$ cat src/design/rs_pkg.sv
package rs_pkg;

  // operand and result width
  localparam int DATA_W = 32;
  // rob tag width
  localparam int ROB_W = 5;

  // opcodes understood by the two lanes
  typedef enum logic [2:0] {
    OP_ADD = 3'd0,
    OP_SUB = 3'd1,
    OP_AND = 3'd2,
    OP_OR  = 3'd3,
    OP_XOR = 3'd4,
    OP_MUL = 3'd5
  } op_e;

  // execution lane class, also the rs_full bit index
  typedef enum logic {
    LANE_ALU = 1'b0,
    LANE_MUL = 1'b1
  } lane_e;

  // one source operand
  // rdy set means val is valid, else waiting on tag
  typedef struct packed {
    logic              rdy;
    logic [ROB_W-1:0]  tag;
    logic [DATA_W-1:0] val;
  } src_t;

  // instruction as issued, also the station entry layout
  typedef struct packed {
    logic             valid;
    op_e              op;
    logic [ROB_W-1:0] robid;
    src_t             a;
    src_t             b;
  } issue_t;

  // station to execution unit
  typedef struct packed {
    logic              valid;
    op_e               op;
    logic [ROB_W-1:0]  robid;
    logic [DATA_W-1:0] a;
    logic [DATA_W-1:0] b;
  } disp_t;

  // one common data bus beat
  typedef struct packed {
    logic              valid;
    logic [ROB_W-1:0]  robid;
    logic [DATA_W-1:0] data;
  } cdb_t;

endpackage

$ cat src/design/rs_station.sv
`timescale 1ns/1ps

module rs_station #(
  parameter rs_pkg::lane_e LANE = rs_pkg::LANE_ALU,
  parameter int RS_ENTRIES = 4
) (
  input  logic                              clk,
  input  logic                              rst,
  input  rs_pkg::issue_t                    issue,
  input  rs_pkg::cdb_t                      cdb,
  input  logic                              fu_busy,
  output rs_pkg::disp_t                     disp,
  output logic                              full,
  output logic [$clog2(RS_ENTRIES + 1)-1:0] count
);

  import rs_pkg::*;

  localparam int CNT_W = $clog2(RS_ENTRIES + 1);
  localparam int IDX_W = $clog2(RS_ENTRIES);

  // entry array, same layout as an issued instruction
  issue_t [RS_ENTRIES-1:0] ents;
  issue_t [RS_ENTRIES-1:0] ent_next;

  lane_e            issue_lane;
  logic             take;
  logic             alloc_hit;
  logic [IDX_W-1:0] alloc_idx;
  logic             pick_hit;
  logic [IDX_W-1:0] pick_idx;
  logic             do_disp;

  // capture cdb data into a waiting source on tag match
  function automatic src_t wake_src(src_t s, cdb_t c);
    src_t r;
    r = s;
    if (!s.rdy && c.valid && (c.robid == s.tag)) begin
      r.rdy = 1'b1;
      r.val = c.data;
    end
    return r;
  endfunction

  // only multiplies go to the mul lane
  always_comb begin
    issue_lane = (issue.op == OP_MUL) ? LANE_MUL : LANE_ALU;
    take       = issue.valid && (issue_lane == LANE);
  end

  // lowest free entry
  // scan downward so the lowest index wins
  always_comb begin
    alloc_hit = 1'b0;
    alloc_idx = '0;
    for (int e = RS_ENTRIES - 1; e >= 0; e--) begin
      if (!ents[e].valid) begin
        alloc_hit = 1'b1;
        alloc_idx = IDX_W'(e);
      end
    end
  end

  // lowest entry with both sources ready
  // uses registered state, so a fresh entry waits one cycle
  always_comb begin
    pick_hit = 1'b0;
    pick_idx = '0;
    for (int e = RS_ENTRIES - 1; e >= 0; e--) begin
      if (ents[e].valid && ents[e].a.rdy && ents[e].b.rdy) begin
        pick_hit = 1'b1;
        pick_idx = IDX_W'(e);
      end
    end
  end

  // unit busy holds the pick in place
  assign do_disp = pick_hit && !fu_busy;

  always_comb begin
    ent_next = ents;
    // tag wakeup on every live entry
    for (int e = 0; e < RS_ENTRIES; e++) begin
      if (ents[e].valid) begin
        ent_next[e].a = wake_src(ents[e].a, cdb);
        ent_next[e].b = wake_src(ents[e].b, cdb);
      end
    end
    // dispatched entry frees at the same edge
    if (do_disp) begin
      ent_next[pick_idx].valid = 1'b0;
    end
    // new issue, with same-cycle cdb capture
    if (take && alloc_hit) begin
      ent_next[alloc_idx]       = issue;
      ent_next[alloc_idx].valid = 1'b1;
      ent_next[alloc_idx].a     = wake_src(issue.a, cdb);
      ent_next[alloc_idx].b     = wake_src(issue.b, cdb);
    end
  end

  always_ff @(posedge clk) begin
    if (rst) begin
      for (int e = 0; e < RS_ENTRIES; e++) begin
        ents[e].valid <= 1'b0;
      end
    end else begin
      ents <= ent_next;
    end
  end

  // disp stays put while the unit is busy
  always_ff @(posedge clk) begin
    if (rst) begin
      disp.valid <= 1'b0;
    end else if (!fu_busy) begin
      disp.valid <= pick_hit;
      disp.op    <= ents[pick_idx].op;
      disp.robid <= ents[pick_idx].robid;
      disp.a     <= ents[pick_idx].a.val;
      disp.b     <= ents[pick_idx].b.val;
    end
  end

  // occupancy
  always_comb begin
    count = '0;
    for (int e = 0; e < RS_ENTRIES; e++) begin
      count = count + CNT_W'(ents[e].valid);
    end
  end

  assign full = (count == CNT_W'(RS_ENTRIES));

endmodule

$ cat src/design/alu_unit.sv
`timescale 1ns/1ps

module alu_unit (
  input  logic          clk,
  input  logic          rst,
  input  rs_pkg::disp_t disp,
  input  logic          grant,
  output rs_pkg::cdb_t  req,
  output logic          busy
);

  import rs_pkg::*;

  logic [DATA_W-1:0] alu_out;

  // single-cycle integer ops
  always_comb begin
    case (disp.op)
      OP_ADD:  alu_out = disp.a + disp.b;
      OP_SUB:  alu_out = disp.a - disp.b;
      OP_AND:  alu_out = disp.a & disp.b;
      OP_OR:   alu_out = disp.a | disp.b;
      OP_XOR:  alu_out = disp.a ^ disp.b;
      // mul never reaches this lane
      default: alu_out = '0;
    endcase
  end

  // held result not leaving this cycle
  assign busy = req.valid && !grant;

  // result register doubles as the cdb request
  always_ff @(posedge clk) begin
    if (rst) begin
      req.valid <= 1'b0;
    end else if (!busy) begin
      req.valid <= disp.valid;
      req.robid <= disp.robid;
      req.data  <= alu_out;
    end
  end

endmodule

$ cat src/design/mul_unit.sv
`timescale 1ns/1ps

module mul_unit (
  input  logic          clk,
  input  logic          rst,
  input  rs_pkg::disp_t disp,
  input  logic          grant,
  output rs_pkg::cdb_t  req,
  output logic          busy
);

  import rs_pkg::*;

  // stage one holds operands and tag
  typedef struct packed {
    logic              valid;
    logic [ROB_W-1:0]  robid;
    logic [DATA_W-1:0] a;
    logic [DATA_W-1:0] b;
  } mul_s1_t;

  mul_s1_t           s1;
  logic              advance;
  logic [DATA_W-1:0] prod_lo;

  // low half of the product only
  assign prod_lo = s1.a * s1.b;

  // stage two free or leaving this cycle
  assign advance = !req.valid || grant;

  // stage one stuck behind a held result
  assign busy = s1.valid && !advance;

  // stage two, also the cdb request
  always_ff @(posedge clk) begin
    if (rst) begin
      req.valid <= 1'b0;
    end else if (advance) begin
      req.valid <= s1.valid;
      req.robid <= s1.robid;
      req.data  <= prod_lo;
    end
  end

  // stage one
  // loads whenever it is empty or moving on
  always_ff @(posedge clk) begin
    if (rst) begin
      s1.valid <= 1'b0;
    end else if (!busy) begin
      s1.valid <= disp.valid;
      s1.robid <= disp.robid;
      s1.a     <= disp.a;
      s1.b     <= disp.b;
    end
  end

endmodule

$ cat src/design/cdb_arbiter.sv
`timescale 1ns/1ps

module cdb_arbiter (
  input  logic         clk,
  input  logic         rst,
  input  rs_pkg::cdb_t alu_req,
  input  rs_pkg::cdb_t mul_req,
  output logic         alu_grant,
  output logic         mul_grant,
  output rs_pkg::cdb_t cdb
);

  import rs_pkg::*;

  cdb_t win;

  // fixed priority
  // mul first, its pipe backs up further
  always_comb begin
    mul_grant = mul_req.valid;
    alu_grant = alu_req.valid && !mul_req.valid;
  end

  // beat of the winner
  always_comb begin
    if (mul_grant) begin
      win = mul_req;
    end else if (alu_grant) begin
      win = alu_req;
    end else begin
      win = '0;
    end
  end

  // one broadcast per cycle, a cycle after grant
  always_ff @(posedge clk) begin
    if (rst) begin
      cdb.valid <= 1'b0;
    end else begin
      cdb.valid <= win.valid;
      cdb.robid <= win.robid;
      cdb.data  <= win.data;
    end
  end

endmodule

$ cat src/design/rs_core.sv
`timescale 1ns/1ps

module rs_core #(
  parameter int RS_ENTRIES = 4
) (
  input  logic                              clk,
  input  logic                              rst,
  input  rs_pkg::issue_t                    issue,
  output rs_pkg::cdb_t                      cdb,
  output logic [1:0]                        rs_full,
  output logic [$clog2(RS_ENTRIES + 1)-1:0] rs_count_alu,
  output logic [$clog2(RS_ENTRIES + 1)-1:0] rs_count_mul
);

  import rs_pkg::*;

  // station to unit
  disp_t disp_alu;
  disp_t disp_mul;

  // unit back-pressure
  logic  busy_alu;
  logic  busy_mul;

  // unit results toward the bus
  cdb_t  req_alu;
  cdb_t  req_mul;
  logic  grant_alu;
  logic  grant_mul;

  // alu lane station
  rs_station #(
    .LANE       (LANE_ALU),
    .RS_ENTRIES (RS_ENTRIES)
  ) rs_alu_inst (
    .clk     (clk),
    .rst     (rst),
    .issue   (issue),
    .cdb     (cdb),
    .fu_busy (busy_alu),
    .disp    (disp_alu),
    .full    (rs_full[LANE_ALU]),
    .count   (rs_count_alu)
  );

  // mul lane station
  rs_station #(
    .LANE       (LANE_MUL),
    .RS_ENTRIES (RS_ENTRIES)
  ) rs_mul_inst (
    .clk     (clk),
    .rst     (rst),
    .issue   (issue),
    .cdb     (cdb),
    .fu_busy (busy_mul),
    .disp    (disp_mul),
    .full    (rs_full[LANE_MUL]),
    .count   (rs_count_mul)
  );

  alu_unit alu_inst (
    .clk   (clk),
    .rst   (rst),
    .disp  (disp_alu),
    .grant (grant_alu),
    .req   (req_alu),
    .busy  (busy_alu)
  );

  mul_unit mul_inst (
    .clk   (clk),
    .rst   (rst),
    .disp  (disp_mul),
    .grant (grant_mul),
    .req   (req_mul),
    .busy  (busy_mul)
  );

  // shared bus, fed back to both stations
  cdb_arbiter arb_inst (
    .clk       (clk),
    .rst       (rst),
    .alu_req   (req_alu),
    .mul_req   (req_mul),
    .alu_grant (grant_alu),
    .mul_grant (grant_mul),
    .cdb       (cdb)
  );

endmodule

$ cat config.mk
export PLATFORM = sky130hd
export DESIGN_NAME = rs_core
export DESIGN_NICKNAME = d
export VERILOG_FILES = /design/src/design/rs_pkg.sv /design/src/design/rs_station.sv /design/src/design/alu_unit.sv /design/src/design/mul_unit.sv /design/src/design/cdb_arbiter.sv /design/src/design/rs_core.sv
export SDC_FILE = /design/constraint.sdc
export NUM_CORES = 2
export LEC_CHECK = 0
export BUFFER_PORTS_ARGS = -buffer_cell sky130_fd_sc_hd__buf_2
export CAP_MARGIN = 20
export CORE_MARGIN = 5
export CORE_UTILIZATION = 45
export CTS_BUF_LIST = sky130_fd_sc_hd__clkbuf_8
export CTS_CLUSTER_SIZE = 20
export DETAILED_ROUTE_END_ITERATION = 7
export PLACE_DENSITY = 0.68
export RECOVER_POWER = 100
export SLEW_MARGIN = 20
export SYNTH_ARGS = -nofsm -noshare
export SYNTH_HDL_FRONTEND = slang
export SYNTH_HIERARCHICAL = 1
export SYNTH_SLANG_ARGS = --single-unit
$ cat constraint.sdc
create_clock -name clk -period 6.9 [get_ports clk]
set_input_delay 0.345 -clock clk [delete_from_list [all_inputs] [get_ports clk]]
set_output_delay 0.345 -clock clk [all_outputs]
set_load 0.005 [all_outputs]
# Word-level counts from Yosys, hierarchy flattened
# Index checks and enable logic that the tools add are counted.
# totals
wordCells	354
ff_bits	1007
output_inout_bits	46
# op_classes
order_cmp	8
mux	126
n_addsub	8
eq_ne	25
n_mul	1
bitwise	6
reduce_logical	86
# op_table
op	n
340-bit bitwise mux	10
85-bit demux with 2-bit select	10
340-bit 2-to-1 mux	4
76-bit 2-to-1 mux	10
32-bit 2-to-1 mux	22
85-bit 2-to-1 mux	6
85-bit binary-select mux with 2-bit select	2
32-bit case mux with 5 select lines	1
38-bit 2-to-1 mux	4
5-bit equality test	18
84-bit 2-to-1 mux	1
81-bit 2-to-1 mux	1
1-bit logical AND	63
1-bit 2-to-1 mux	39
32-bit adder	1
32-bit AND	1
32-bit by 32-bit multiplier with 32-bit output	1
2-bit 2-to-1 mux	16
32-bit OR	1
32-bit subtractor	1
32-bit bitwise XOR	1
1-bit logical NOT	21
3-bit by 1-bit adder with 3-bit output	4
3-bit equality test (second input constant)	4
8 further kinds	18

# Logic depth before layout (Yosys ltp)
# logic_depth
depth_word	17
ltp_mapped	25
mapped_depth_nobuf	24

# Cells and area by module
# Netlist, hierarchy kept.
# modules_own_cells
mod	n_inst	area_each_um2	seq_area_each_um2	cells_each
rs_station (rs_mul_inst)	1	20955.1	12351.8	1718
rs_station (rs_alu_inst)	1	20444.6	12351.8	1617
mul_unit	1	19083.3	3223.1	1830
alu_unit	1	5408.9	1131.1	663
cdb_arbiter	1	1546.5	1131.1	88

# Worst setup path before layout
# No wires, ideal clock.
# synth_path
path_kind	flip-flop to flip-flop
startpoint	register mul_inst/s1[48] (netlist name)
endpoint	register mul_inst/req[28] (netlist name) (data pin)
path_stages_with_launch	23
synth_period_minus_slack_ns	6.730
n_path_buf	1
path_slack_ns	0.170
t_required_ns	6.638
arrival_time_ns	6.467
setup_ns	0.262
path_cell_list	edfxtp_1 -> clkbuf_1 -> and2_1 -> fa_1 -> inv_1 -> fa_1 -> fa_1 -> fa_1 -> inv_1 -> fa_1 -> inv_1 -> fa_1 -> inv_1 -> fa_1 -> fa_1 -> ha_1 -> and2_0 -> a221o_1 -> a221oi_2 -> nor2_1 -> a211oi_1 -> o21bai_1 -> xor2_1
# synth_via
elab_chain_len	1
# synth_lines
element	line_no	text
from (decl)	mul_unit.sv:22	mul_s1_t s1;
32-bit by 32-bit multiplier with 32-bit output	mul_unit.sv:27	assign prod_lo = s1.a * s1.b;
via mul_inst.prod_lo[28]	mul_unit.sv:24	logic [DATA_W-1:0] prod_lo;
to (decl)	mul_unit.sv:8	output rs_pkg::cdb_t req,
# The timed path passes the listed nets, and every way through them passes these cells.
# A chain may end at the register's enable or synchronous reset.

==> reports/results.ini <==
[setup_path]
reg2reg_depth=6
critPathMaxFanout=45
startpoint_type=input pin
cpMostUsedCell=clkbuf_1
cp_cell_sequence=dlygate4sd3_1 -> clkbuf_1 -> nand4b_1 -> or3_1 -> clkbuf_1 -> inv_1 -> a41oi_1 -> clkbuf_1 -> o221a_2
worstSetupEndpointType=register
crit_path_top_delay_cell=clkbuf_1
cpPeakStageDelay_ps=1810
path_depth=9
crit_family=buffers and inverters
worstPathArrival_ps=7780
crit_buf_inv=5
crit_required_ps=7650
path_class=in2reg

[floorplanning]
core_um2=148000
rows=141
fp.dieH_um=396
die-area_um2=156000
die_x_um=396
initial_core_util_pct=45.3
ios=133

[clock_tree]
htree_levels=4
clockBufferDepth=3
tritoncts=built
clk_pin_slew_ps=60
cts_root_buf=clkbuf_8
clock_sinks=995
clkLatencyLatePin_ps=920
numCtsBuffers=164

[global_route]
grt_pass1_wl_um=337000
grt_pass1_vias=50600
grt_usage_pct=28.6
grt_antenna_before_repair=18
grt_max_degree=146
grt-ovfl-total=0

[sta]
tightest_slew_ps=5220
fin_crit_ps=7030
timing.final.hold_violations=0
rsz0062_at_grt=true
fmax_mhz=142
period_share_pct=102
timing.slew.headroom_pct=-248
fin_worst_skew_ps=63.2
fin_ws_ps=-131
setup_viol=65
drv_slew=2027

[routing]
drt_iter0_markers=7583
vias=51300
dr.pass1.iters=8
ant_nets=0
drcViolationCount=4
drt_wl_total_um=232000
via_per_inst=6.32
wl_per_cell_um=28.6

[outcome]
outcome=finished, violations left
failed_checks=DRC, capacitance limit, slew limit, setup timing

[logic_synthesis]
postSynthNetCount=6609
syn_inst=5887
syn-cell-area_um2=66900
avgSynthCellArea_um2=11.4
yosysWarnings=6

[power]
switchingPower_uw=19500
pwr_density_cell_nw_per_um2=587
p_sw_share_pct=44.9
leakage_uw=0.0290
seq_power_share_pct=20.1
internal_power_uw=23900
clkPwrFrac_pct=11.2
peakVddDrop_mv=2.21
pwr-share-comb_pct=68.7

[placement]
io_buffers=132
placed_area_um2=70400
gp_congestion=0.925
dp_hpwl_um=154000

[job]
cap_viol_max_count=48

[final_layout]
syn_to_final_growth_pct=10.2
fin_area_um2=73800
final_util_pct=49.9
drive_gt1_share_pct=14.0
fillers=13200
finalNetCount=6789

[hold_path]
whs_path_depth=3
min_path_type=in2reg

==> stage by stage <==
stage / setup TNS (ps) / hold slack, ps / setup slack [ps] / total power [uW] / std cells
after floorplan: 0 / 400 / 170 / 26500 / 5887
after global placement: -7.82 / 402 / -7.82 / 36900 / 7737
after global routing: -447 / 48.0 / -84.3 / 46000 / 8115
final: -5490 / 73.4 / -131 / 43300 / 8121
after CTS: 0 / 4.53 / 40.4 / 42400 / 8104
after detailed placement: 0 / 405 / 42.4 / 37500 / 7740
==> power by group through the flow <==
stage               sequential [uW]  combinational, uW  clock (uW)
detailed placement             8780              28700           0
finish                         8690              29800        4860
CTS                            8670              28800        4910
global placement               8780              28200           0
floorplan                      8650              17900           0
global route                   8720              32100        5200
==> metal layers <==
layer	wire, um	track usage [%]	up-vias
li1	-	-	21700
met1	85900	37.9	25300
met2	101000	42.8	3666
met3	27800	6.74	663
met4	16800	17.4	4
met5	27	0	-
==> final timing paths <==
path / startpoint / end / slack (ps)
setup reg to reg: rs_mul_inst/ents[254] / rs_mul_inst/ents[201] / -90
setup / recovery: issue[82] / rs_mul_inst/ents[201] / -130
hold reg to reg: rs_mul_inst/disp[53] / mul_inst/s1[53] / 410
hold / removal: issue[15] / rs_alu_inst/ents[100] / 70
==> layout make-up <==
| type | instances | area [um2] | area share [%] |
|---|---|---|---|
| Antenna cell | 10 | 25.0 | 0.0339 |
| Clock buffer | 166 | 2280 | 3.10 |
| Clock inverter | 114 | 617 | 0.836 |
| Inverter | 716 | 2690 | 3.65 |
| Multi-Input combinational cell | 3751 | 32800 | 44.5 |
| Sequential cell | 995 | 29700 | 40.3 |
| Tap cell | 1930 | 2410 | 3.27 |
| Timing Repair Buffer | 439 | 3200 | 4.34 |
==> cells in the final DEF (no fill, tap or decap), types with 31 or more instances in the layout <==
cell type and n:
a222oi_1 64, nor3_1 204, nand2_1 233, or3_1 259, a22o_1 41, ha_1 218, edfxtp_1 981, xnor2_1 185
o21ai_0 215, and2_1 422, clkbuf_1 70, o221a_2 288, a21oi_1 113, and2_0 66, a221oi_1 98, nand2b_1 76
buf_4 134, dlygate4sd3_1 84, clkbuf_8 166, buf_2 116, a211oi_1 55, fa_1 402, nor2_1 133, xor2_1 54
a22oi_1 285, nand4_1 31, inv_1 769
==> timing repair <==
action | CTS | global route
hold buffers | 84 | 0
setup buffers | 0 | 7
endpoints found under the setup margin | 0 | 8
resized for setup | 0 | 40
endpoints found under the hold margin | 349 | 0
==> worst min-delay path, stage by stage <==
cell and delay (ps):
buf_2 230, inv_1 130, a221oi_1 90
==> sequential cells by signal, indices dropped and copies added (netlist names) <==
signal,cells
rs_alu_inst/ents,340
rs_mul_inst/ents,328
rs_alu_inst/disp,73
mul_inst/s1,70
rs_mul_inst/disp,70
alu_inst/req,38
arb_inst/cdb,38
mul_inst/req,38
(Power assumes the default switching activity.)
